### config.mk
export PLATFORM = sky130hd
export DESIGN_NAME = dm_clear_ctrl_flat
export DESIGN_NICKNAME = d
export VERILOG_FILES = /design/src/rtl/dm_pkg.sv /design/src/rtl/dm_ram_if.sv /design/src/rtl/dm_clear_ctrl.sv /design/src/flat_wrapper.sv
export SDC_FILE = /design/constraint.sdc
export NUM_CORES = 1
export LEC_CHECK = 0
export BUFFER_PORTS_ARGS = -buffer_cell sky130_fd_sc_hd__buf_2
export CORE_ASPECT_RATIO = 0.6
export CORE_MARGIN = 2
export CORE_UTILIZATION = 31
export CTS_BUF_LIST = sky130_fd_sc_hd__clkbuf_16
export CTS_CLUSTER_SIZE = 14
export DETAILED_ROUTE_END_ITERATION = 10
export GPL_ROUTABILITY_DRIVEN = 0
export PLACE_DENSITY = 0.86
export SYNTH_ARGS = -nofsm -noshare
export SYNTH_HDL_FRONTEND = slang
export SYNTH_SLANG_ARGS = --single-unit
### constraint.sdc
create_clock -name clk -period 2 [get_ports clk]
set_input_delay 0.2 -clock clk [delete_from_list [all_inputs] [get_ports clk]]
set_output_delay 0.2 -clock clk [all_outputs]
set_load 0.02 [all_outputs]
### src/rtl/dm_pkg.sv
package dm_pkg;

	// access mode carried with every request
	// loads use all five sizes, stores only DM_W, DM_H and DM_B
	typedef enum logic [2:0] {
		DM_NONE = 3'd0,
		DM_W    = 3'd1,
		DM_H    = 3'd2,
		DM_HU   = 3'd3,
		DM_B    = 3'd4,
		DM_BU   = 3'd5
	} dm_mode_e;

	// memory geometry
	// 256 words of 32 bits, so 1 KiB of byte space
	localparam int DM_WORDS = 256;

	// width of a word index
	localparam int DM_INDEX_W = 8;

	// byte lanes in one word
	localparam int DM_LANES = 4;

	// inclusive byte-address window of legal accesses
	localparam logic [31:0] DM_ADDR_LB = 32'h0000_0000;
	localparam logic [31:0] DM_ADDR_UB = 32'h0000_03ff;

endpackage

### src/rtl/dm_ram_if.sv
interface dm_ram_if;

	// byte lane mask, one bit per lane, zero means no write
	logic [dm_pkg::DM_LANES-1:0] be;

	// word index into the array
	logic [dm_pkg::DM_INDEX_W-1:0] index;

	// lane data, already placed on the right lanes
	logic [31:0] wdata;

	// registered read word, one cycle after the index
	logic [31:0] rdata;

	// requester side
	modport src (
		output be,
		output index,
		output wdata,
		input  rdata
	);

	// memory side
	modport ram (
		input  be,
		input  index,
		input  wdata,
		output rdata
	);

endinterface

### src/rtl/dm_clear_ctrl.sv
module dm_clear_ctrl (
	input  logic  clk,
	input  logic  rst,
	output logic  busy,
	output logic  test_m_we,
	dm_ram_if.ram req,
	dm_ram_if.src mem
);

	typedef enum logic {
		CLEAR,
		RUN
	} state_e;

	state_e state;
	logic [dm_pkg::DM_INDEX_W-1:0] clr_index;
	logic last_word;

	// clear ends on the highest word index
	assign last_word = (clr_index == dm_pkg::DM_INDEX_W'(dm_pkg::DM_WORDS - 1));

	always_ff @(posedge clk) begin
		if (rst) begin
			state     <= CLEAR;
			clr_index <= '0;
		end else begin
			case (state)
				CLEAR: begin
					clr_index <= clr_index + 1'b1;
					if (last_word) begin
						state <= RUN;
					end
				end
				default: begin
					// stay in RUN until the next reset
					state <= RUN;
				end
			endcase
		end
	end

	// one word is zeroed per cycle while busy
	assign busy = (state == CLEAR);

	// during clear the sequencer owns the port
	// user requests in that window are dropped
	assign mem.be    = busy ? '1 : req.be;
	assign mem.index = busy ? clr_index : req.index;
	assign mem.wdata = busy ? 32'h0 : req.wdata;

	// read word goes back unchanged
	assign req.rdata = mem.rdata;

	// trace strobe for user stores only
	assign test_m_we = !busy && (|req.be);

endmodule

### src/flat_wrapper.sv
// flat-port wrapper written by rule: the top's interface ports become plain ports
module dm_clear_ctrl_flat 
  (clk, rst, busy, test_m_we, req_be, req_index, req_wdata, req_rdata, mem_be, mem_index, mem_wdata, mem_rdata);
  dm_ram_if req_i ();
  dm_ram_if mem_i ();
  input  logic clk;
  input  logic rst;
  output logic busy;
  output logic test_m_we;
  input wire logic [$bits(req_i.be)-1:0] req_be;
  input wire logic [$bits(req_i.index)-1:0] req_index;
  input wire logic [$bits(req_i.wdata)-1:0] req_wdata;
  output wire logic [$bits(req_i.rdata)-1:0] req_rdata;
  output wire logic [$bits(mem_i.be)-1:0] mem_be;
  output wire logic [$bits(mem_i.index)-1:0] mem_index;
  output wire logic [$bits(mem_i.wdata)-1:0] mem_wdata;
  input wire logic [$bits(mem_i.rdata)-1:0] mem_rdata;
  assign req_i.be = req_be;
  assign req_i.index = req_index;
  assign req_i.wdata = req_wdata;
  assign req_rdata = req_i.rdata;
  assign mem_be = mem_i.be;
  assign mem_index = mem_i.index;
  assign mem_wdata = mem_i.wdata;
  assign mem_i.rdata = mem_rdata;
  dm_clear_ctrl u_core (.clk(clk), .rst(rst), .busy(busy), .test_m_we(test_m_we), .req(req_i), .mem(mem_i));
endmodule
-- Word-level counts from Yosys, hierarchy flattened
Cells that the tools add are included.
- bits in registers: 9
- bits of input ports: 78
- output and inout port bits: 78
- word-level logic and storage cells: 12
- eq/ne operators: 1
- reductions and logical operators: 2
- multiplexer cells: 5
- $add $sub $neg: 1
- bitwise gates (word level): 1
- operators by type and width (cell ; number):
    $mux 32 ; 1
    $add 8x1->8 const B ; 1
    $eq 8x8->1 const B ; 1
    $mux 8 ; 1
    $mux 4 ; 1
    $reduce_or 4->1 ; 1
    $mux 1 ; 2
    $logic_and 1x1->1 ; 1
    $not 1->1 ; 1

-- Depth between registers and ports, before layout
- word-level depth: 3
- gate-level depth with buffers: 4
- mapped depth without buffers: 4

-- Worst setup path before layout
No wires, ideal clock.
- path kind: register to register
- start point: reg u_core.clr_index[0] in the netlist's numbering
- end point: reg u_core.clr_index[6] in the netlist's numbering
- arrival time: 1.159 ns
- cell stages (with the launch flop): 5
- clock period less this slack: 1.282 ns
- setup slack: 0.718 ns
- buffers on the path: 0
- setup time: 0.123 ns
- data required time: 1.877 ns
- path through: dfxtp_1 > ha_1 > and4b_1 > nand3_1 > mux2_1
- cells in the longest elaborated chain, start to end: 1
- ends and longest elaborated chain (item ; line ; RTL):
    start, declared ; dm_clear_ctrl.sv:16 ; logic [dm_pkg::DM_INDEX_W-1:0] clr_index;
    start signal, assigned ; dm_clear_ctrl.sv:29 ; clr_index <= clr_index + 1'b1;
    $add 8x1->8 ; dm_clear_ctrl.sv:29 ;
Every way passes these cells.
A chain may end at the register's enable or synchronous reset.

-- Worst setup path after layout
- start point: reg u_core.state
- end point: out mem_index[1]
- cells in the longest elaborated chain, start to end: 1
- ends and longest elaborated chain (item ; line ; RTL):
    start, declared ; dm_clear_ctrl.sv:15 ; state_e state;
    start signal, assigned ; dm_clear_ctrl.sv:24 ; state <= CLEAR;
    start signal, assigned ; dm_clear_ctrl.sv:31 ; state <= RUN;
    start signal, assigned ; dm_clear_ctrl.sv:36 ; state <= RUN;
    $mux 8 ; dm_clear_ctrl.sv:48 ; assign mem.index = busy ? clr_index : req.index;
    end, declared ; flat_wrapper.sv:15 ; output wire logic [$bits(mem_i.index)-1:0] mem_index;
Every way passes these cells.

==> qor.yml <==
fin_skew_ps: 1.06
seqPwrFrac_pct: 31.6
async_flop_share_pct: 0
antenna_found_initial: 0
layout-drive-gt1-share_pct: 57.7
whs_ps: 267
slew_headroom_pct: 83.0
fin_cells: 224
io_pins: 156
ys_seq_area_share_pct: 18.6
drtPass1Iterations: 4
clk_pin_slew_ps: 40
root_buffer: "clkbuf_16"
switchingPower_uw: 119
r2r_cells: 4
syn2layout_area_growth_pct: 36.1
post-route-period-util_pct: 80.8
power.leakage_nw: 0.768
clock_latency_ps: 230
die-area_mm2: 0.00360
track_usage_pct: 13.8
finalHoldViolCount: 0
cts_tree: "yes"
p_sw_share_pct: 19.5
crit_type: "reg2out"
max-vdd-ir-drop_mv: 0.373
status: "finished clean"
hold_depth: 2
syn_nets: 202
cts_resized: 0
r2r-end: "u_core.clr_index[5]$_SDFFE_PP0N_"
clock_path_buffers: 2
max_freq_mhz: 619
vias: 954
yosys.area.top_type: "buf_4"
rrSetupSlack_ps: 560
slew_viol_final: 0
pwr-share-comb_pct: 11.9
synth-edff-count: 0
startpoint: "u_core.state$_SDFF_PP0_"
routed_wl_um: 2610
maxCapViolCount: 0
ys_seq_elements: 9
cts_num_sinks: 9
netlist_instances: 123
grt-ovfl-total: 0
numCtsBuffers: 3
final_nets: 262
grt_pass1_wl_um: 3810
grt_pass1_vias: 788
cellPowerDensity_mw_per_mm2: 464
synth_top_area_share_pct: 24.8
holdCritStartpoint: "rst"
h-tree-depth: 1
synth.top_cells.by_count: "and2_1, buf_4, dfxtp_1"
rows: 15
post-route-drc-count: 0
fp.dieH_um: 47.3
ys_top_cells_by_area: "buf_4, and2_1, dfxtp_1"
end_kind: "primary output"
min_delay_worst_endpoint: "u_core.clr_index[4]$_SDFFE_PP0N_"
clock_power_share_pct: 56.5
routedWlPerCell_um: 11.7
setup_violations: 0
syn_area_per_cell_um2: 7.86
initial_core_util_pct: 33.0
yosysWarnings: 0
tightestPinTransition_ps: 255
antenna-diode-count: 0
viasPerCell: 4.26
cts_hold_buf: 0
post-place-cells: 220
grt_max_degree: 40
hold_class: "in2reg"
port-buffer-count: 91
dieWidth_um: 76.1
min_period_ps: 1620
critPathArrivalTime_ps: 1420
worst-path-max-fanout: 39
drtIter0Drc: 5
start_kind: "register"
synthesis.area_um2: 967
rr_startpoint: "u_core.state$_SDFF_PP0_"
post-cts-setup-buffers: 0
p_int_uw: 491
ant_nets: 0
synth_flop_cell: "dfxtp_1"
worstPathRequired_ps: 1800
rsz0062_at_grt: "false"
core-area_mm2: 0.00293
finalPower_uw: 611
tns_ps: 0
yosysUniqueCellTypes: 24
worst max-delay path by stage:
stage          cells past startpoint                          endpoint  slack [ps]
6_report                           3                      mem_index[1]         380
5_1_grt                            3                      mem_index[1]         310
4_1_cts                            3                      mem_index[1]         370
3_5_place_dp                       4  u_core.clr_index[6]$_SDFFE_PP0N_         550
3_3_place_gp                       4  u_core.clr_index[6]$_SDFFE_PP0N_         610
2_1_floorplan                      4  u_core.clr_index[6]$_SDFFE_PP0N_         720
area by class of cell:
type	instances	area (µm²)
flip-flops and latches	9	180
inverters	1	3.75
fillers	305	1610
repair buffers	93	483
clock inverters	1	3.75
multi-input cells	75	518
well taps	42	52.6
clock buffers	3	75.1
cell usage in the layout, fill, tap and decap left out:
cell and n:
nand3_1 2, or3_1 2, inv_1 2, nand4_1 1, xor2_1 2, nor2_1 7
buf_12 1, and4b_1 1, o21ai_0 3, mux2_2 8, clkbuf_16 3, nor4_1 1
nand2_1 1, mux2i_1 1, buf_2 91, nor2b_1 3, a21oi_1 2, buf_4 1
dfxtp_1 9, nand4b_2 1, nand2b_1 4, xnor2_1 2, ha_1 1, mux2_1 1
and2_1 32
critical path, cell delays in order, from the launching register on:
cell and delay [ps]:
dfxtp_1 450, buf_12 210, mux2_2 350, buf_2 160
power groups by stage:
stage | Combinational, mW | Sequential [mW] | Clock [mW]
global placement | 0.0715 | 0.196 | 0
detailed placement | 0.0735 | 0.196 | 0
CTS | 0.0737 | 0.193 | 0.351
finish | 0.0725 | 0.193 | 0.345
floorplan | 0.119 | 0.194 | 0
global route | 0.0832 | 0.194 | 0.366
flip-flops by register name, indices dropped and copies added (netlist names):
name and count:
u_core.clr_index 8, u_core.state 1
stage by stage:
| step | instance area (µm²) | setup WS, ps | utilization (%) |
|---|---|---|---|
| floorplan | 967 | 718 | - |
| global placement | 1240 | 614 | 42.3 |
| detailed placement | 1240 | 550 | 42.3 |
| CTS | 1320 | 372 | 45.0 |
| global route | 1320 | 305 | 45.0 |
| finish | 1320 | 384 | 45.0 |
per-layer routing:
layer | global-route usage, % | vias up | share of wire, %
met5 | 0 | - | 0
met4 | 4.36 | 0 | 0.96
met1 | 18.7 | 408 | 47
li1 | - | 480 | -
met2 | 18.4 | 61 | 41
met3 | 7.88 | 5 | 11
kinds of logic after synthesis:
family | after synthesis | share of synthesized area [%]
AND/OR/NAND/NOR | 55 | 34.5
buffers and inverters | 39 | 27.8
multiplexers | 10 | 11.5
flip-flops | 9 | 18.6
AO/OA/AOI/OAI | 5 | 2.59
XOR/XNOR | 4 | 3.62
adder cells (fa/ha/maj) | 1 | 1.29
No activity file was read; power rests on OpenSTA's default activity.
