### src/rtl/dm_pkg.sv
package dm_pkg;

	// access mode carried with every request
	// loads use all five sizes, stores only DM_W, DM_H and DM_B
	typedef enum logic [2:0] {
		DM_NONE = 3'd0,
		DM_W    = 3'd1,
		DM_H    = 3'd2,
		DM_HU   = 3'd3,
		DM_B    = 3'd4,
		DM_BU   = 3'd5
	} dm_mode_e;

	// memory geometry
	// 256 words of 32 bits, so 1 KiB of byte space
	localparam int DM_WORDS = 256;

	// width of a word index
	localparam int DM_INDEX_W = 8;

	// byte lanes in one word
	localparam int DM_LANES = 4;

	// inclusive byte-address window of legal accesses
	localparam logic [31:0] DM_ADDR_LB = 32'h0000_0000;
	localparam logic [31:0] DM_ADDR_UB = 32'h0000_03ff;

endpackage

### src/rtl/dm_ram_if.sv
interface dm_ram_if;

	// byte lane mask, one bit per lane, zero means no write
	logic [dm_pkg::DM_LANES-1:0] be;

	// word index into the array
	logic [dm_pkg::DM_INDEX_W-1:0] index;

	// lane data, already placed on the right lanes
	logic [31:0] wdata;

	// registered read word, one cycle after the index
	logic [31:0] rdata;

	// requester side
	modport src (
		output be,
		output index,
		output wdata,
		input  rdata
	);

	// memory side
	modport ram (
		input  be,
		input  index,
		input  wdata,
		output rdata
	);

endinterface

### src/rtl/dm_access_check.sv
module dm_access_check (
	input  logic [31:0]     read_addr,
	input  logic [31:0]     write_addr,
	input  logic [31:0]     write_data,
	input  logic            write_enable,
	input  logic            stop,
	input  dm_pkg::dm_mode_e mode,
	output logic            valid,
	output logic [31:0]     test_m_addr,
	dm_ram_if.src           req
);

	logic [31:0] op_addr;
	logic        in_window;
	logic        aligned;
	logic        store_ok;
	logic [dm_pkg::DM_LANES-1:0] lane_mask;
	logic [31:0] lane_data;

	// a store uses the write address, anything else the read address
	assign op_addr = write_enable ? write_addr : read_addr;

	// window test by offset from the lower bound
	// an address below the bound wraps to a large offset and fails
	assign in_window = (op_addr - dm_pkg::DM_ADDR_LB) <=
		(dm_pkg::DM_ADDR_UB - dm_pkg::DM_ADDR_LB);

	always_comb begin
		case (mode)
			dm_pkg::DM_W:                aligned = (op_addr[1:0] == 2'b00);
			dm_pkg::DM_H, dm_pkg::DM_HU: aligned = ~op_addr[0];
			dm_pkg::DM_B, dm_pkg::DM_BU: aligned = 1'b1;
			default:                     aligned = 1'b0;
		endcase
	end

	// no access at all is always accepted
	assign valid = (mode == dm_pkg::DM_NONE) || (in_window && aligned);

	// store gate, stop freezes the stage
	assign store_ok = valid && write_enable && !stop;

	always_comb begin
		lane_mask = '0;
		lane_data = '0;
		if (store_ok) begin
			case (mode)
				dm_pkg::DM_W: begin
					lane_mask = 4'b1111;
					lane_data = write_data;
				end
				dm_pkg::DM_H: begin
					// bit 1 picks upper or lower halfword
					lane_mask = op_addr[1] ? 4'b1100 : 4'b0011;
					lane_data = {2{write_data[15:0]}};
				end
				dm_pkg::DM_B: begin
					// one lane, picked by the low two address bits
					lane_mask[op_addr[1:0]] = 1'b1;
					lane_data = {4{write_data[7:0]}};
				end
				// unsigned modes have no store meaning, nothing is written
				default: begin
					lane_mask = '0;
					lane_data = '0;
				end
			endcase
		end
	end

	assign req.be    = lane_mask;
	assign req.wdata = lane_data;
	assign req.index = op_addr[dm_pkg::DM_INDEX_W+1:2];

	// trace address, word aligned
	assign test_m_addr = {op_addr[31:2], 2'b00};

endmodule

### src/flat_wrapper.sv
// flat-port wrapper written by rule: the top's interface ports become plain ports
module dm_access_check_flat 
  (read_addr, write_addr, write_data, write_enable, stop, mode, valid, test_m_addr, req_be, req_index, req_wdata, req_rdata);
  dm_ram_if req_i ();
  input  logic [31:0] read_addr;
  input  logic [31:0] write_addr;
  input  logic [31:0] write_data;
  input  logic write_enable;
  input  logic stop;
  input  dm_pkg::dm_mode_e mode;
  output logic valid;
  output logic [31:0] test_m_addr;
  output wire logic [$bits(req_i.be)-1:0] req_be;
  output wire logic [$bits(req_i.index)-1:0] req_index;
  output wire logic [$bits(req_i.wdata)-1:0] req_wdata;
  input wire logic [$bits(req_i.rdata)-1:0] req_rdata;
  assign req_be = req_i.be;
  assign req_index = req_i.index;
  assign req_wdata = req_i.wdata;
  assign req_i.rdata = req_rdata;
  dm_access_check u_core (.read_addr(read_addr), .write_addr(write_addr), .write_data(write_data), .write_enable(write_enable), .stop(stop), .mode(mode), .valid(valid), .test_m_addr(test_m_addr), .req(req_i));
endmodule
### config.mk
export PLATFORM = sky130hd
export DESIGN_NAME = dm_access_check_flat
export DESIGN_NICKNAME = d
export VERILOG_FILES = /design/src/rtl/dm_pkg.sv /design/src/rtl/dm_ram_if.sv /design/src/rtl/dm_access_check.sv /design/src/flat_wrapper.sv
export SDC_FILE = /design/constraint.sdc
export NUM_CORES = 1
export LEC_CHECK = 0
export ABC_AREA = 1
export BUFFER_PORTS_ARGS = -buffer_cell sky130_fd_sc_hd__clkbuf_2
export CORE_ASPECT_RATIO = 0.6
export CORE_MARGIN = 4
export CORE_UTILIZATION = 31
export DETAILED_ROUTE_END_ITERATION = 16
export GPL_TIMING_DRIVEN = 0
export MAX_ROUTING_LAYER = met4
export PLACE_DENSITY = 0.84
export SLEW_MARGIN = 40
export SYNTH_ARGS = -nofsm -noshare
export SYNTH_HDL_FRONTEND = slang
export SYNTH_SLANG_ARGS = --single-unit
### constraint.sdc
create_clock -name vclk -period 1.6
set_input_delay 0.08 -clock vclk [all_inputs]
set_output_delay 0.08 -clock vclk [all_outputs]
set_load 0.01 [all_outputs]
# Yosys cells after proc, flatten, opt, wreduce, memory -nomap -nowiden
# Cells that the tools add are included.
[classes] mux=9 reduce_logical=10 bitwise_logic=1 n_eq_ne=5 magnitude_cmp=3
[ops] cell="32-bit one-hot mux with 3 select lines" count=1
[ops] cell="32-bit two-way mux" count=2
[ops] cell="32-bit by 10-bit <= comparator with 1-bit output, second input constant" count=1
[ops] cell="4-bit one-hot mux with 3 select lines" count=1
[ops] cell="4-bit two-way mux" count=2
[ops] cell="3-bit by 2-bit equality test with 1-bit output, second input constant" count=2
[ops] cell="3-bit equality test, second input constant" count=2
[ops] cell="1-bit logical AND" count=4
[ops] cell="2-bit OR reduction" count=2
[ops] cell="3-bit by 1-bit equality test with 1-bit output, second input constant" count=1
[ops] cell="3-bit logical NOT" count=1
[ops] cell="2-bit by 3-bit < comparator with 1-bit output, second input constant" count=1
[ops] cell="1-bit one-hot mux with 3 select lines" count=1
[ops] cell="1-bit demux with 2-bit select" count=1
[ops] cell="2-bit by 1-bit greater-or-equal comparator with 1-bit output, second input constant" count=1
[ops] cell="2-bit logical NOT" count=1
[ops] cell="1-bit logical NOT" count=1
[ops] cell="1-bit logical OR" count=1
[ops] cell="1-bit two-way mux" count=1
[ops] cell="1-bit NOT" count=1
[totals] out_inout_bits=77 ff_bits=0 input_bits=133

# Logic depth before layout (Yosys ltp)
[depth] ltp_word=8 depth_mapped=14

# Worst setup path after synthesis
# OpenSTA, ideal clock, no wires.
[synth_path] kind="input to output" startpoint="input write_enable" endpoint="output req_wdata[10]" arrival_ns=1.384 stages=14 required_ns=1.520 path_buffers=4 path_slack_ns=0.136 cell_sequence="buf_4 -> inv_2 -> buf_6 -> buf_6 -> nand2_2 -> nand2_2 -> nor2_1 -> nand3_1 -> nor2_1 -> nand2_1 -> nand2_2 -> nand2_4 -> buf_6 -> nor2_2"
[synth_rtl] item="from (decl)" line="flat_wrapper.sv:8" source="input logic write_enable;"
[synth_rtl] item="32-bit two-way mux" line="dm_access_check.sv:21" source="assign op_addr = write_enable ? write_addr : read_addr;"
[synth_rtl] item="net test_m_addr[15]" line="flat_wrapper.sv:12" source="output logic [31:0] test_m_addr;"
[synth_rtl] item="32-bit by 10-bit <= comparator with 1-bit output" line="dm_access_check.sv:25" source="assign in_window = (op_addr - dm_pkg::DM_ADDR_LB) <="
[synth_rtl] item="1-bit logical AND" line="dm_access_check.sv:38" source="assign valid = (mode == dm_pkg::DM_NONE) || (in_window && aligned);"
[synth_rtl] item="1-bit logical OR" line="dm_access_check.sv:38"
[synth_rtl] item="net valid" line="flat_wrapper.sv:11" source="output logic valid;"
[synth_rtl] item="1-bit logical AND (2 in a row)" line="dm_access_check.sv:41" source="assign store_ok = valid && write_enable && !stop;"
[synth_rtl] item="32-bit two-way mux" line="dm_access_check.sv:46" source="if (store_ok) begin"
[synth_rtl] item="to (decl)" line="flat_wrapper.sv:15" source="output wire logic [$bits(req_i.wdata)-1:0] req_wdata;"
# The timed path passes the listed nets, and every way through them passes these cells.

# Final worst setup path
[layout_path] startpoint="input write_enable" endpoint="output req_wdata[11]"
[layout_between] elab_chain_cells=8
[layout_lines] item="branches (longest 5 deep; another with 32-bit by 10-bit <= comparator with 1-bit output)"
[layout_lines] item="1-bit logical AND (*) (2 in a row)" line="dm_access_check.sv:41"
[layout_lines] item="32-bit two-way mux (*)" line="dm_access_check.sv:46"
# Every way passes the cells marked *.

==> impl_metrics.json <==
{
  "path_max_fanout": 8,
  "drv_cap": 0,
  "ir_drop_mv": 0.164,
  "synth_area_sq_mm": 0.00143,
  "initial_core_util": 0.334,
  "slew_violations": 0,
  "cp-start-kind": "input pin",
  "path_class": "input pin to output port",
  "arrival_ns": 1.65,
  "final_area_sq_mm": 0.00299,
  "grt_max_degree": 11,
  "hold_buffers": 0,
  "violations": "negative setup slack",
  "hold_viol": 0,
  "synth.avg_cell_area_sq_um": 4.51,
  "hold_start": "read_addr[7]",
  "seq_cells": 0,
  "cp_common_cell": "buf_8",
  "critPathTopFamily": "buffers and inverters",
  "grt_pass1_wl_um": 9910,
  "worstPathCellList": "buf_12 > clkinv_8 > buf_8 > buf_8 > buf_4 > nor2_1 > nand2_8 > buf_16 > nor2_2 > buf_2",
  "synthTopCellsByCount": "nand2_1 (124), inv_1 (62), nor2_2 (31), nor2_1 (28), a21oi_1 (24)",
  "dp.cells": 553,
  "worst_pin_slew_ns": 0.502,
  "post_dp_cell_area_sq_mm": 0.00238,
  "status": "complete, but fails checks",
  "post-route-util": 0.699,
  "drive_gt1_frac": 0.550,
  "antenna_found_initial": 0,
  "vias": 2699,
  "grt_pass1_vias": 2225,
  "drt_pass1_iterations": 7,
  "min_period_ns": 1.73,
  "fin_ws_ns": -0.130,
  "critPathLaunch": "write_enable",
  "drtAntennaViolNets": 0,
  "nClkBuffers": 0,
  "crit_buf_inv": 7,
  "tns_ns": -3.32,
  "syn_to_final_growth_pct": 109,
  "dpl.hpwl_um": 5590,
  "netlist.area_leader.share": 0.325,
  "io_pins": 210,
  "rsz0062_at_grt": "yes",
  "fmax_mhz": 578,
  "drt_wl_total_um": 7930,
  "fin_nets": 644,
  "powerDensity_mw_per_mm2": 230,
  "fin_crit_sh": 1.08,
  "vias_per_cell": 4.74,
  "slowest_delay_ns": 0.39,
  "leakagePower_nw": 1.85,
  "io_buffers": 175,
  "ys_top_cells_by_area": "nand2_1 (33%), inv_1 (16%), nor2_2 (14%), a21oi_1 (8.4%), nor2_1 (7.3%)",
  "cp_slowest_cell": "nor2_1",
  "grt_overflow_total": 0,
  "seq_area_sq_um": 0,
  "synth_most_common_cell": "nand2_1",
  "core_area_sq_mm": 0.00428,
  "die_w_um": 95.7,
  "synthCells": 317,
  "setup_viol": 33,
  "crit_path_end_kind": "output port",
  "stdcell_count": 569,
  "synth_area_leader_cell": "nand2_1",
  "yosysWarnings": 0,
  "grtUsageTotal": 0.218,
  "diodes": 0,
  "die_height_um": 60.6,
  "ys_types": 18,
  "crit_required_ns": 1.52,
  "die-area_sq_mm": 0.00580,
  "post-route-drc-count": 0,
  "wl_per_cell_um": 13.9,
  "initialDrtViolationCount": 174,
  "hp-class": "input pin to output port",
  "ys_seq_area_frac": 0,
  "slew_headroom": 0.664,
  "gp_congestion": 0.943,
  "fp-row-count": 18
}
metrics by stage:
stage	setup slack, ns	total power, mW	hold slack [ns]
floorplan	0.136	0.306	0.263
CTS	-0.0172	0.598	0.468
global placement	-0.101	0.548	0.461
detailed placement	-0.104	0.558	0.466
global route	-0.188	0.753	0.485
finish	-0.130	0.688	0.466
cells in the final DEF (no fill, tap or decap):
master / count
o21ai_0: 8
inv_1: 61
inv_2: 1
o21ai_4: 1
nor2_2: 16
nand3_1: 2
buf_16: 1
nor2_1: 23
clkbuf_16: 4
conb_1: 2
buf_6: 20
clkbuf_2: 144
nor2_4: 20
nand2_1: 104
nand2_2: 23
buf_2: 18
o21ai_1: 1
buf_12: 4
a31oi_1: 4
o21ai_2: 2
nand2_8: 1
nor3_2: 1
buf_4: 18
nand2_4: 1
a21oi_1: 24
clkinv_8: 1
buf_8: 4
what timing repair did:
item                       in CTS  in global routing
gates resized for setup        23                114
setup endpoints to repair      31                 36
gates cloned                    4                  4
pin swaps                       1                 24
setup buffers                   5                  3
cell type report:
cell class         instances  area [sq um]
plain buffers             23           243
fillers                  387          1290
inverters                 63           249
multi-input cells        233          1230
well taps                 60          75.1
repair buffers           190          1200
path summary, 6_finish.rpt:
kind | endpoint | depth (start not counted)
worst max-delay path | req_wdata[11] | 10
worst min-delay path | req_index[5] | 4
cell families after synthesis:
family | after synthesis | share of synthesized area
simple gates | 190 | 0.566
buf+inv | 86 | 0.288
compound gates | 40 | 0.143
other cells | 1 | 0.00262
where the power goes:
group          total (mW)  internal, mW  switching (mW)
sequential              0             0               0
clock                   0             0               0
combinational       0.688         0.312           0.376
layer usage:
metal | GRT usage | up-vias | wire (um) | share of wire
met1 | 0.305 | 1213 | 3110 | 0.39
met2 | 0.368 | 158 | 3970 | 0.50
li1 | - | 1310 | - | -
met5 | - | - | 0 | 0
met3 | 0.0112 | 18 | 672 | 0.085
met4 | 0.0121 | 0 | 182 | 0.023
(Power assumes the default switching activity.)
