File: config.mk
export PLATFORM = sky130hd
export DESIGN_NAME = dm_load_extend
export DESIGN_NICKNAME = d
export VERILOG_FILES = /design/src/rtl/dm_pkg.sv /design/src/rtl/dm_load_extend.sv
export SDC_FILE = /design/constraint.sdc
export NUM_CORES = 1
export LEC_CHECK = 0
export ABC_AREA = 1
export ABC_CLOCK_PERIOD_IN_PS = 2700
export BUFFER_PORTS_ARGS = -buffer_cell sky130_fd_sc_hd__buf_4
export CAP_MARGIN = 30
export CORE_UTILIZATION = 42
export CTS_CLUSTER_DIAMETER = 100
export CTS_CLUSTER_SIZE = 8
export DETAILED_ROUTE_END_ITERATION = 8
export GPL_TIMING_DRIVEN = 0
export PLACE_DENSITY = 0.93
export SYNTH_ARGS = -nofsm -noshare
export SYNTH_HDL_FRONTEND = slang
export SYNTH_SLANG_ARGS = --single-unit
File: constraint.sdc
create_clock -name clk -period 2.7 [get_ports clk]
set_input_delay 0.135 -clock clk [delete_from_list [all_inputs] [get_ports clk]]
set_output_delay 0.135 -clock clk [all_outputs]
set_load 0.02 [all_outputs]
File: src/rtl/dm_pkg.sv
package dm_pkg;

	// access mode carried with every request
	// loads use all five sizes, stores only DM_W, DM_H and DM_B
	typedef enum logic [2:0] {
		DM_NONE = 3'd0,
		DM_W    = 3'd1,
		DM_H    = 3'd2,
		DM_HU   = 3'd3,
		DM_B    = 3'd4,
		DM_BU   = 3'd5
	} dm_mode_e;

	// memory geometry
	// 256 words of 32 bits, so 1 KiB of byte space
	localparam int DM_WORDS = 256;

	// width of a word index
	localparam int DM_INDEX_W = 8;

	// byte lanes in one word
	localparam int DM_LANES = 4;

	// inclusive byte-address window of legal accesses
	localparam logic [31:0] DM_ADDR_LB = 32'h0000_0000;
	localparam logic [31:0] DM_ADDR_UB = 32'h0000_03ff;

endpackage

File: src/rtl/dm_load_extend.sv
module dm_load_extend (
	input  logic             clk,
	input  logic             rst,
	input  dm_pkg::dm_mode_e mode,
	input  logic [31:0]      read_addr,
	input  logic             valid,
	input  logic [31:0]      rdata,
	output logic [31:0]      read_result
);

	dm_pkg::dm_mode_e mode_q;
	logic [1:0]       lo_q;
	logic             valid_q;
	logic [7:0]       byte_sel;
	logic [15:0]      half_sel;

	// request context, lined up with the registered RAM word
	always_ff @(posedge clk) begin
		if (rst) begin
			mode_q  <= dm_pkg::DM_NONE;
			valid_q <= 1'b0;
		end else begin
			mode_q  <= mode;
			valid_q <= valid;
		end
		lo_q <= read_addr[1:0];
	end

	// pick the addressed byte and halfword out of the word
	assign byte_sel = rdata[8*lo_q +: 8];
	assign half_sel = lo_q[1] ? rdata[31:16] : rdata[15:0];

	always_comb begin
		// invalid or empty requests return zero
		read_result = 32'h0;
		if (valid_q) begin
			case (mode_q)
				dm_pkg::DM_W:  read_result = rdata;
				dm_pkg::DM_H:  read_result = {{16{half_sel[15]}}, half_sel};
				dm_pkg::DM_HU: read_result = {16'h0, half_sel};
				dm_pkg::DM_B:  read_result = {{24{byte_sel[7]}}, byte_sel};
				dm_pkg::DM_BU: read_result = {24'h0, byte_sel};
				default:       read_result = 32'h0;
			endcase
		end
	end

endmodule

== Word level (Yosys, flattened, before mapping) ==
Index checks and enable logic that the tools add are counted.
Storage, ports and cells
  register bits: 6
Operators by class
  equality and inequality tests: 5
  shifts and indexed selects: 1
  muxes and demuxes: 3
Operator list (number)
  $pmux W32 S5: 1
  $mux W32: 1
  $shiftx A32 B6 Y8: 1
  $mux W16: 1
  $eq A3 B2 Y1 const B: 2
  $eq A3 B3 Y1 const B: 2
  $eq A3 B1 Y1 const B: 1

== Depth between registers and ports, before layout ==
Gate-level depths: netlist (run 1).
  depth in word-level cells: 3
  depth in mapped cells: 10

== Least setup slack after synthesis (run 1) ==
No wires, ideal clock.
  kind: register to output
  start point: register lo_q[1]
  end point: output read_result[10]
  arrival time: 1.280 ns
  data required time: 2.565 ns
  slack: 1.285 ns
  stages on the path, launching flop included: 9
  cells stage by stage: dfxtp_1 > buf_6 > inv_4 > nand2_1 > nand3_2 > nand2_2 > nand2_2 > buf_6 > a21oi_1
On the way
  longest elaborated chain between the ends: 3
  elaborated cells between the ends (all ways): 4
Ends and longest elaborated chain
  from (decl): RTL line dm_load_extend.sv:12  | logic [1:0] lo_q;
  from (signal assigned): RTL line dm_load_extend.sv:26  | lo_q <= read_addr[1:0];
  $shiftx A32 B6 Y8 / $mux W16 (equally long branches): RTL line dm_load_extend.sv:30, dm_load_extend.sv:31
  $pmux W32 S5 (*): RTL line dm_load_extend.sv:37  | case (mode_q)
  $mux W32 (*): RTL line dm_load_extend.sv:36  | if (valid_q) begin
  to (decl): RTL line dm_load_extend.sv:8  | output logic [31:0] read_result
Mark *: on every way between the ends. The rest lies on a longest branch, timed or not.

== Worst setup path in the final report (run 1) ==
  start point: register mode_q[2]
  end point: output read_result[12]
On the way
  longest elaborated chain between the ends: 3
  elaborated cells between the ends (all ways): 7
Ends and longest elaborated chain
  from (decl): RTL line dm_load_extend.sv:11  | dm_pkg::dm_mode_e mode_q;
  from (signal assigned): RTL line dm_load_extend.sv:20  | mode_q <= dm_pkg::DM_NONE;
  from (signal assigned): RTL line dm_load_extend.sv:23  | mode_q <= mode;
  $eq A3 B3 Y1, or another cell as far along: RTL line dm_load_extend.sv:37
  $pmux W32 S5 (*): RTL line dm_load_extend.sv:37
  $mux W32 (*): RTL line dm_load_extend.sv:36
Marked as above.

==> results.json, run 1 <==
{
  "dpl.hpwl_um": 3000,
  "syn_nets": 314,
  "critical_path_class": "reg -> out",
  "dp_slack_ns": 1.26,
  "synth_area_leaders": "nand2_1, inv_1, dfxtp_1, nor2_1, nand3_2",
  "fp.dieW_um": 56.4,
  "hold_viol": 0,
  "worstHoldPathCells": 2,
  "fill_cells": 262,
  "slew-limit-headroom_pct": 67.2,
  "grt_overflow": 0,
  "fin_setup_tns_ns": 0,
  "path_clk_slew_ns": 0.04,
  "p_per_area_nw_per_um2": 229,
  "dr.max_layer_used": "met3",
  "cts_tree": "built",
  "wl_um": 3600,
  "cpPeakStageDelay_ns": 0.36,
  "synth_seq_cells": 6,
  "max_cap_viol_count": 0,
  "synth_warnings": 0,
  "drv_slew": 0,
  "ir_worst_vdd_uv": 218,
  "p_switching_mw": 0.168,
  "routed_via_density": 4.73,
  "synth_cell_types": 23,
  "period_minus_slack_ns": 1.73,
  "hold_start": "rst",
  "grt_max_degree": 11,
  "grt_pass1_wl_um": 6150,
  "crit_required_ns": 2.57,
  "p_comb_share_pct": 57.8,
  "multi_input_area_um2": 795,
  "cts_max_path_buffers": 2,
  "p_clk_share_pct": 18.9,
  "yosysTopAreaCell": "nand2_1",
  "tightest_slew_ns": 0.493,
  "pwr-share-seq_pct": 23.3,
  "wl_met2_um": 1880,
  "yosys.area.top_type_share_pct": 23.5,
  "crit_chain": "inv_2 > nand3_4 > inv_4 > buf_6 > nand2_1 > o21ai_1 > inv_1 > a21oi_1 > buf_4",
  "drc_errors": 0,
  "io_pins": 102,
  "clock_sinks": 6,
  "dieHeight_um": 56.4,
  "place.gp.congestion": 0.908,
  "syn_inst": 244,
  "wirelength_met1_um": 1500,
  "setup_ws_ns": 0.967,
  "post_cts_resize_count": 0,
  "leakagePower_nw": 1.25,
  "htreeDepth": 1,
  "core_um2": 2780,
  "setup_viol": 0,
  "post_cts_buffers": 0,
  "met3_length_um": 220,
  "rsz0062_at_grt": "false",
  "critPathTopFamily": "buffers and inverters",
  "wire_per_inst_um": 10.3,
  "synth_area_um2": 1240,
  "drt_first_pass_iters": 4,
  "max_freq_ghz": 0.577,
  "finalCritPeriodShare_pct": 64.2,
  "worst-path-buf-inv": 5,
  "area_growth_pct": 49.3,
  "run_status": "complete, no violations",
  "numPortBuffers": 71,
  "worstSetupStartpointType": "flip-flop",
  "grt_pass1_vias": 1541,
  "antenna_left": 0,
  "num_rows": 19,
  "p_int_mw": 0.257,
  "crit_arrival_ns": 1.60,
  "nets": 392,
  "hp-class": "in -> reg",
  "ys_seq_area_share_pct": 9.65,
  "antenna_found_initial": 0,
  "cts_buffers": 3,
  "grt_usage_pct": 23.5,
  "diodes": 0,
  "holdPathEnd": "mode_q[2]",
  "first_iter_violations": 43,
  "p_sw_share_pct": 39.5,
  "cts_hold_buf": 2,
  "critPathCaptureType": "output port",
  "num_vias": 1659,
  "path_max_fanout": 10,
  "dieArea_um2": 3190,
  "area.sequential_um2": 120,
  "start_util_pct": 44.8,
  "ctsRootBufferMaster": "clkbuf_4",
  "layout-drive-gt1-share_pct": 33.8,
  "slowest_stage": "dfxtp_1",
  "avgSynthCellArea_um2": 5.10
}
## synthesized netlist by cell type
master    n
nor2_4    1
buf_2     2
nand3_4   1
a21oi_2   3
dfxtp_1   6
nor3_2    1
buf_1     1
nand3_1  13
nand3_2   8
nand2_4   1
a21oi_1   5
nand2_2   3
o21ai_1   2
nor2_1   28
nand2_1  78
inv_2     3
o22ai_1   6
inv_1    56
and2_4    1
buf_6     6
buf_4     2
inv_4     2
o21ai_0  15
## power by group through the flow
| stage | Clock [mW] | Sequential, mW | Combinational, mW |
|---|---|---|---|
| floorplan | 0 | 0.0998 | 0.147 |
| global placement | 0 | 0.100 | 0.240 |
| detailed placement | 0 | 0.101 | 0.243 |
| CTS | 0.0862 | 0.0991 | 0.246 |
| global route | 0.0872 | 0.100 | 0.272 |
| finish | 0.0804 | 0.0991 | 0.246 |
## routing by layer
layer	GRT usage (%)	vias to the layer above
li1	-	875
met1	28.2	718
met2	43.9	66
met3	1.38	0
met4	7.67	0
met5	0	-
## worst max path at each step
stage               cells after the start         endpoint  startpoint
global placement                        5   read_result[7]     valid_q
detailed placement                      9  read_result[12]   mode_q[2]
floorplan                               8  read_result[10]     lo_q[1]
finish                                  9  read_result[12]   mode_q[2]
CTS                                     9  read_result[12]   mode_q[2]
global route                            9   read_result[9]     lo_q[1]
## final cells by class
type	instances	share of cell area (%)
Buffer	11	5.18
Clock buffer	3	1.21
Inverter	61	12.6
Multi-Input combinational cell	166	42.7
Sequential cell	6	6.46
Tap cell	31	2.09
Timing Repair Buffer	73	29.7
## cell families (layout without fill, tap and decap cells)
family	Yosys count	after routing	share of synthesized area [%]
AOI/OAI and AO/OA	31	31	14.0
buffers and inverters	72	148	26.5
DFF	6	6	9.65
and+or+nand+nor	135	135	49.8
## placed cells by master (no fill, tap or decap)
cell,instances
buf_2,2
dfxtp_1,6
nor2_1,28
clkbuf_4,3
nand3_2,8
buf_4,73
nand2_4,1
o22ai_1,6
buf_6,6
dlygate4sd3_1,2
o21ai_0,15
nand3_4,1
nor2_4,1
inv_1,56
a21oi_1,5
nand2_2,3
inv_4,2
nand2_1,78
o21ai_1,2
nor3_2,1
buf_1,1
nand3_1,13
and2_4,1
inv_2,3
a21oi_2,3
## sequential cells by signal, summed over array words and instances, names as in the netlist
name	count
lo_q	2
mode_q	3
valid_q	1
## through the flow
| step | utilization [%] | std cells | total power, mW | hold WS [ns] | area (um^2) |
|---|---|---|---|---|---|
| 4_1_cts | 66.8 | 351 | 0.431 | 0.0638 | 1860 |
| 5_1_grt | 66.8 | 351 | 0.459 | 0.0755 | 1860 |
| 2_1_floorplan | - | 244 | 0.246 | 0.163 | 1240 |
| 6_report | 66.8 | 351 | 0.426 | 0.0756 | 1860 |
| 3_5_place_dp | 65.3 | 346 | 0.344 | 0.242 | 1820 |
| 3_3_place_gp | 65.3 | 346 | 0.340 | 0.240 | 1820 |
(Power assumes the default switching activity.)
==> run 2, diff against run 1 <==
==> config.mk (replaced) <==
export PLATFORM = sky130hd
export DESIGN_NAME = dm_load_extend
export DESIGN_NICKNAME = d
export VERILOG_FILES = /design/src/rtl/dm_pkg.sv /design/src/rtl/dm_load_extend.sv
export SDC_FILE = /design/constraint.sdc
export NUM_CORES = 1
export LEC_CHECK = 0
export ABC_AREA = 0
export ABC_CLOCK_PERIOD_IN_PS = 1700
export BUFFER_PORTS_ARGS = -buffer_cell sky130_fd_sc_hd__buf_4
export CAP_MARGIN = 30
export CORE_UTILIZATION = 33
export CTS_CLUSTER_DIAMETER = 100
export CTS_CLUSTER_SIZE = 8
export DETAILED_ROUTE_END_ITERATION = 8
export GPL_TIMING_DRIVEN = 0
export PLACE_DENSITY = 0.86
export SYNTH_ARGS = -nofsm -noshare
export SYNTH_HDL_FRONTEND = slang
export SYNTH_SLANG_ARGS = --single-unit
==> constraint.sdc (replaced) <==
create_clock -name clk -period 1.7 [get_ports clk]
set_input_delay 0.085 -clock clk [delete_from_list [all_inputs] [get_ports clk]]
set_output_delay 0.085 -clock clk [all_outputs]
set_load 0.02 [all_outputs]
==> run 2 against run 1 <==
  * The run now ends with negative setup slack left
  * Flip-flop and latch count is the same
  * First-iteration DRC count rose by 21%
  * Critical path depth fell by 4
  * Wire length up 14%
  * Cell count down 32%
  * Total power is 67% higher
  * Non-clock buffer count grew 10
  * Critical endpoint is now read_result[23]
  * Worst setup slack worse by 1.2 ns
  * Hold slack worse by 0.052 ns
  * Area after synthesis decreased by 29%
==> results.json, run 2 <==
{
  "path_max_fanout": 5,
  "nets": 280,
  "cts_buffers": 3,
  "synthArstFlopShare_pct": 0,
  "synth_seq_cells": 6,
  "dpl.hpwl_um": 2430,
  "first_iter_violations": 52,
  "numPortBuffers": 71,
  "reg_top3": "mode_q (3), lo_q (2), valid_q (1)",
  "diodes": 0,
  "crit_arrival_ns": 1.86,
  "ys_top_cells_by_count": "a21oi_1, nand2_1, nor2_1, mux2_2",
  "routed_via_density": 5.76,
  "critical_path_class": "reg -> out",
  "leakagePower_nw": 0.790,
  "htreeDepth": 1,
  "grt_usage_pct": 25.4,
  "power.total_mw": 0.711,
  "max_freq_ghz": 0.514,
  "cpPeakStageDelay_ns": 0.55,
  "grt_max_degree": 11,
  "antenna_found_initial": 0,
  "cts_max_path_buffers": 2,
  "layout-drive-gt1-share_pct": 66.8,
  "avgSynthCellArea_um2": 7.29,
  "crit_required_ns": 1.62,
  "final_common_cell": "buf_4",
  "rsz0062_at_grt": "true",
  "tightest_slew_ns": 0.425,
  "drv_slew": 0,
  "path_clk_slew_ns": 0.04,
  "finalCritPeriodShare_pct": 114,
  "worstHoldPathCells": 2,
  "antenna_left": 0,
  "critPathTopFamily": "multiplexers",
  "syn_nets": 191,
  "hold_start": "rst",
  "syn_inst": 121,
  "run_status": "finished with violations",
  "holdPathEnd": "mode_q[0]",
  "fin_setup_tns_ns": -6.19,
  "io_pins": 102,
  "fin_util_pct": 73.7,
  "core_um2": 2500,
  "crit_chain": "mux4_2 > a31oi_4 > buf_6 > a21oi_2 > buf_6",
  "setup_viol": 32,
  "max_cap_viol_count": 0,
  "most-common-layout-cells": "buf_4, buf_6, nand2_1, a21oi_2, nor2_1",
  "violations": "negative setup slack",
  "grt_pass1_vias": 1209,
  "hp-class": "in -> reg",
  "period_minus_slack_ns": 1.94,
  "yosys.area.top_type_share_pct": 17.9,
  "dieArea_um2": 2880,
  "start_util_pct": 35.3,
  "ir_worst_vdd_uv": 381,
  "fp.dieW_um": 53.7,
  "critPathCaptureType": "output port",
  "cp_common_cell": "buf_6",
  "grt_pass1_wl_um": 5330,
  "synth_warnings": 0,
  "ys_seq_area_share_pct": 13.6,
  "ctsRootBufferMaster": "clkbuf_4",
  "synth_flop_cell": "dfxtp_1",
  "num_rows": 18,
  "slowest_stage": "mux4_2",
  "wl_um": 4120,
  "drc_errors": 0,
  "slew-limit-headroom_pct": 71.7,
  "num_vias": 1371,
  "hold_viol": 0,
  "yosysTopAreaCell": "mux2_2",
  "whs_ns": 0.0240,
  "clock_sinks": 6,
  "p_per_area_nw_per_um2": 386,
  "synth_area_um2": 882,
  "wire_per_inst_um": 17.3,
  "synth_area_leaders": "mux2_2, dfxtp_1, a21oi_1, a222oi_1, nand2_1",
  "cts_tree": "built",
  "synth_cell_types": 23,
  "largest_register": "mode_q",
  "grt_overflow": 0,
  "area_growth_pct": 109,
  "synth_edf_count": 0,
  "drt_first_pass_iters": 4,
  "largest_reg_flops": 3,
  "dieHeight_um": 53.7,
  "setup_ws_ns": -0.244,
  "place.gp.congestion": 0.814,
  "worstSetupStartpointType": "flip-flop",
  "worst-path-buf-inv": 2
}
-- run 2: cell count changes after synthesis, sizes merged, moves of 4 or more --
cell | previous run | this run
a222oi | 0 | 7
clkbuf | 0 | 4
nor2b | 0 | 5
o21ai | 17 | 2
mux2 | 0 | 14
nand3 | 22 | 0
nor2 | 29 | 16
a221oi | 0 | 7
buf | 11 | 6
nand2 | 82 | 18
a21oi | 8 | 18
inv | 61 | 2
o22ai | 6 | 0
mux2i | 0 | 5
-- run 2: logic make-up after synthesis --
logic type	count (synthesis)	synth area share (%)
AOI/OAI and AO/OA	36	29.4
buffers and inverters	12	7.38
DFF	6	13.6
muxes	20	26.1
and+or+nand+nor	47	23.5
-- run 2: per-stage QoR --
stage               cell area (um^2)  instances  setup WS [ns]
CTS                             1740        237         -0.291
global route                    1840        238         -0.314
detailed placement              1450        222         -0.256
finish                          1840        238         -0.244
floorplan                        882        121         0.0362
global placement                1450        222         -0.267
-- run 2: area by class of cell --
cell class / instances / area [um^2]
tap: 30 / 37.5
clock buffer: 3 / 22.5
inverter: 2 / 7.51
sequential: 6 / 124
buffer: 9 / 77.6
multi-input combinational: 103 / 847
fill: 169 / 657
timing repair buffer: 85 / 727
-- run 2: repair_timing --
| action | 4_1_cts | 5_1_grt |
|---|---|---|
| endpoints found under the hold margin | 2 | 0 |
| cloned | 2 | 0 |
| setup buffers | 8 | 3 |
| gates resized for setup | 41 | 31 |
| pin swaps | 14 | 7 |
| hold buffers | 2 | 0 |
| setup endpoints to repair | 32 | 32 |
-- run 2: per-layer routing --
layer  wire, um  track usage (%)  up-vias
li1           -                -      628
met1       1590             29.5      654
met3        387             6.50        8
met5          0                0        -
met4         41             8.77        0
met2       2100             44.2       81
-- run 2: worst max-delay path by stage --
| stage | from | cells after the start | to | slack, ns |
|---|---|---|---|---|
| after detailed placement | lo_q[1] | 5 | read_result[10] | -0.26 |
| after CTS | lo_q[1] | 6 | read_result[25] | -0.29 |
| after global placement | lo_q[1] | 5 | read_result[13] | -0.27 |
| after global routing | mode_q[1] | 7 | read_result[23] | -0.31 |
| after floorplan | lo_q[1] | 4 | read_result[10] | 0.04 |
| final | lo_q[1] | 5 | read_result[23] | -0.24 |
-- run 2: power breakdown --
part           total, mW  switching [mW]  internal [mW]  leakage (nW)
combinational      0.427           0.207          0.220         0.726
clock              0.125          0.0451         0.0794        0.0138
sequential         0.159          0.0104          0.149        0.0506
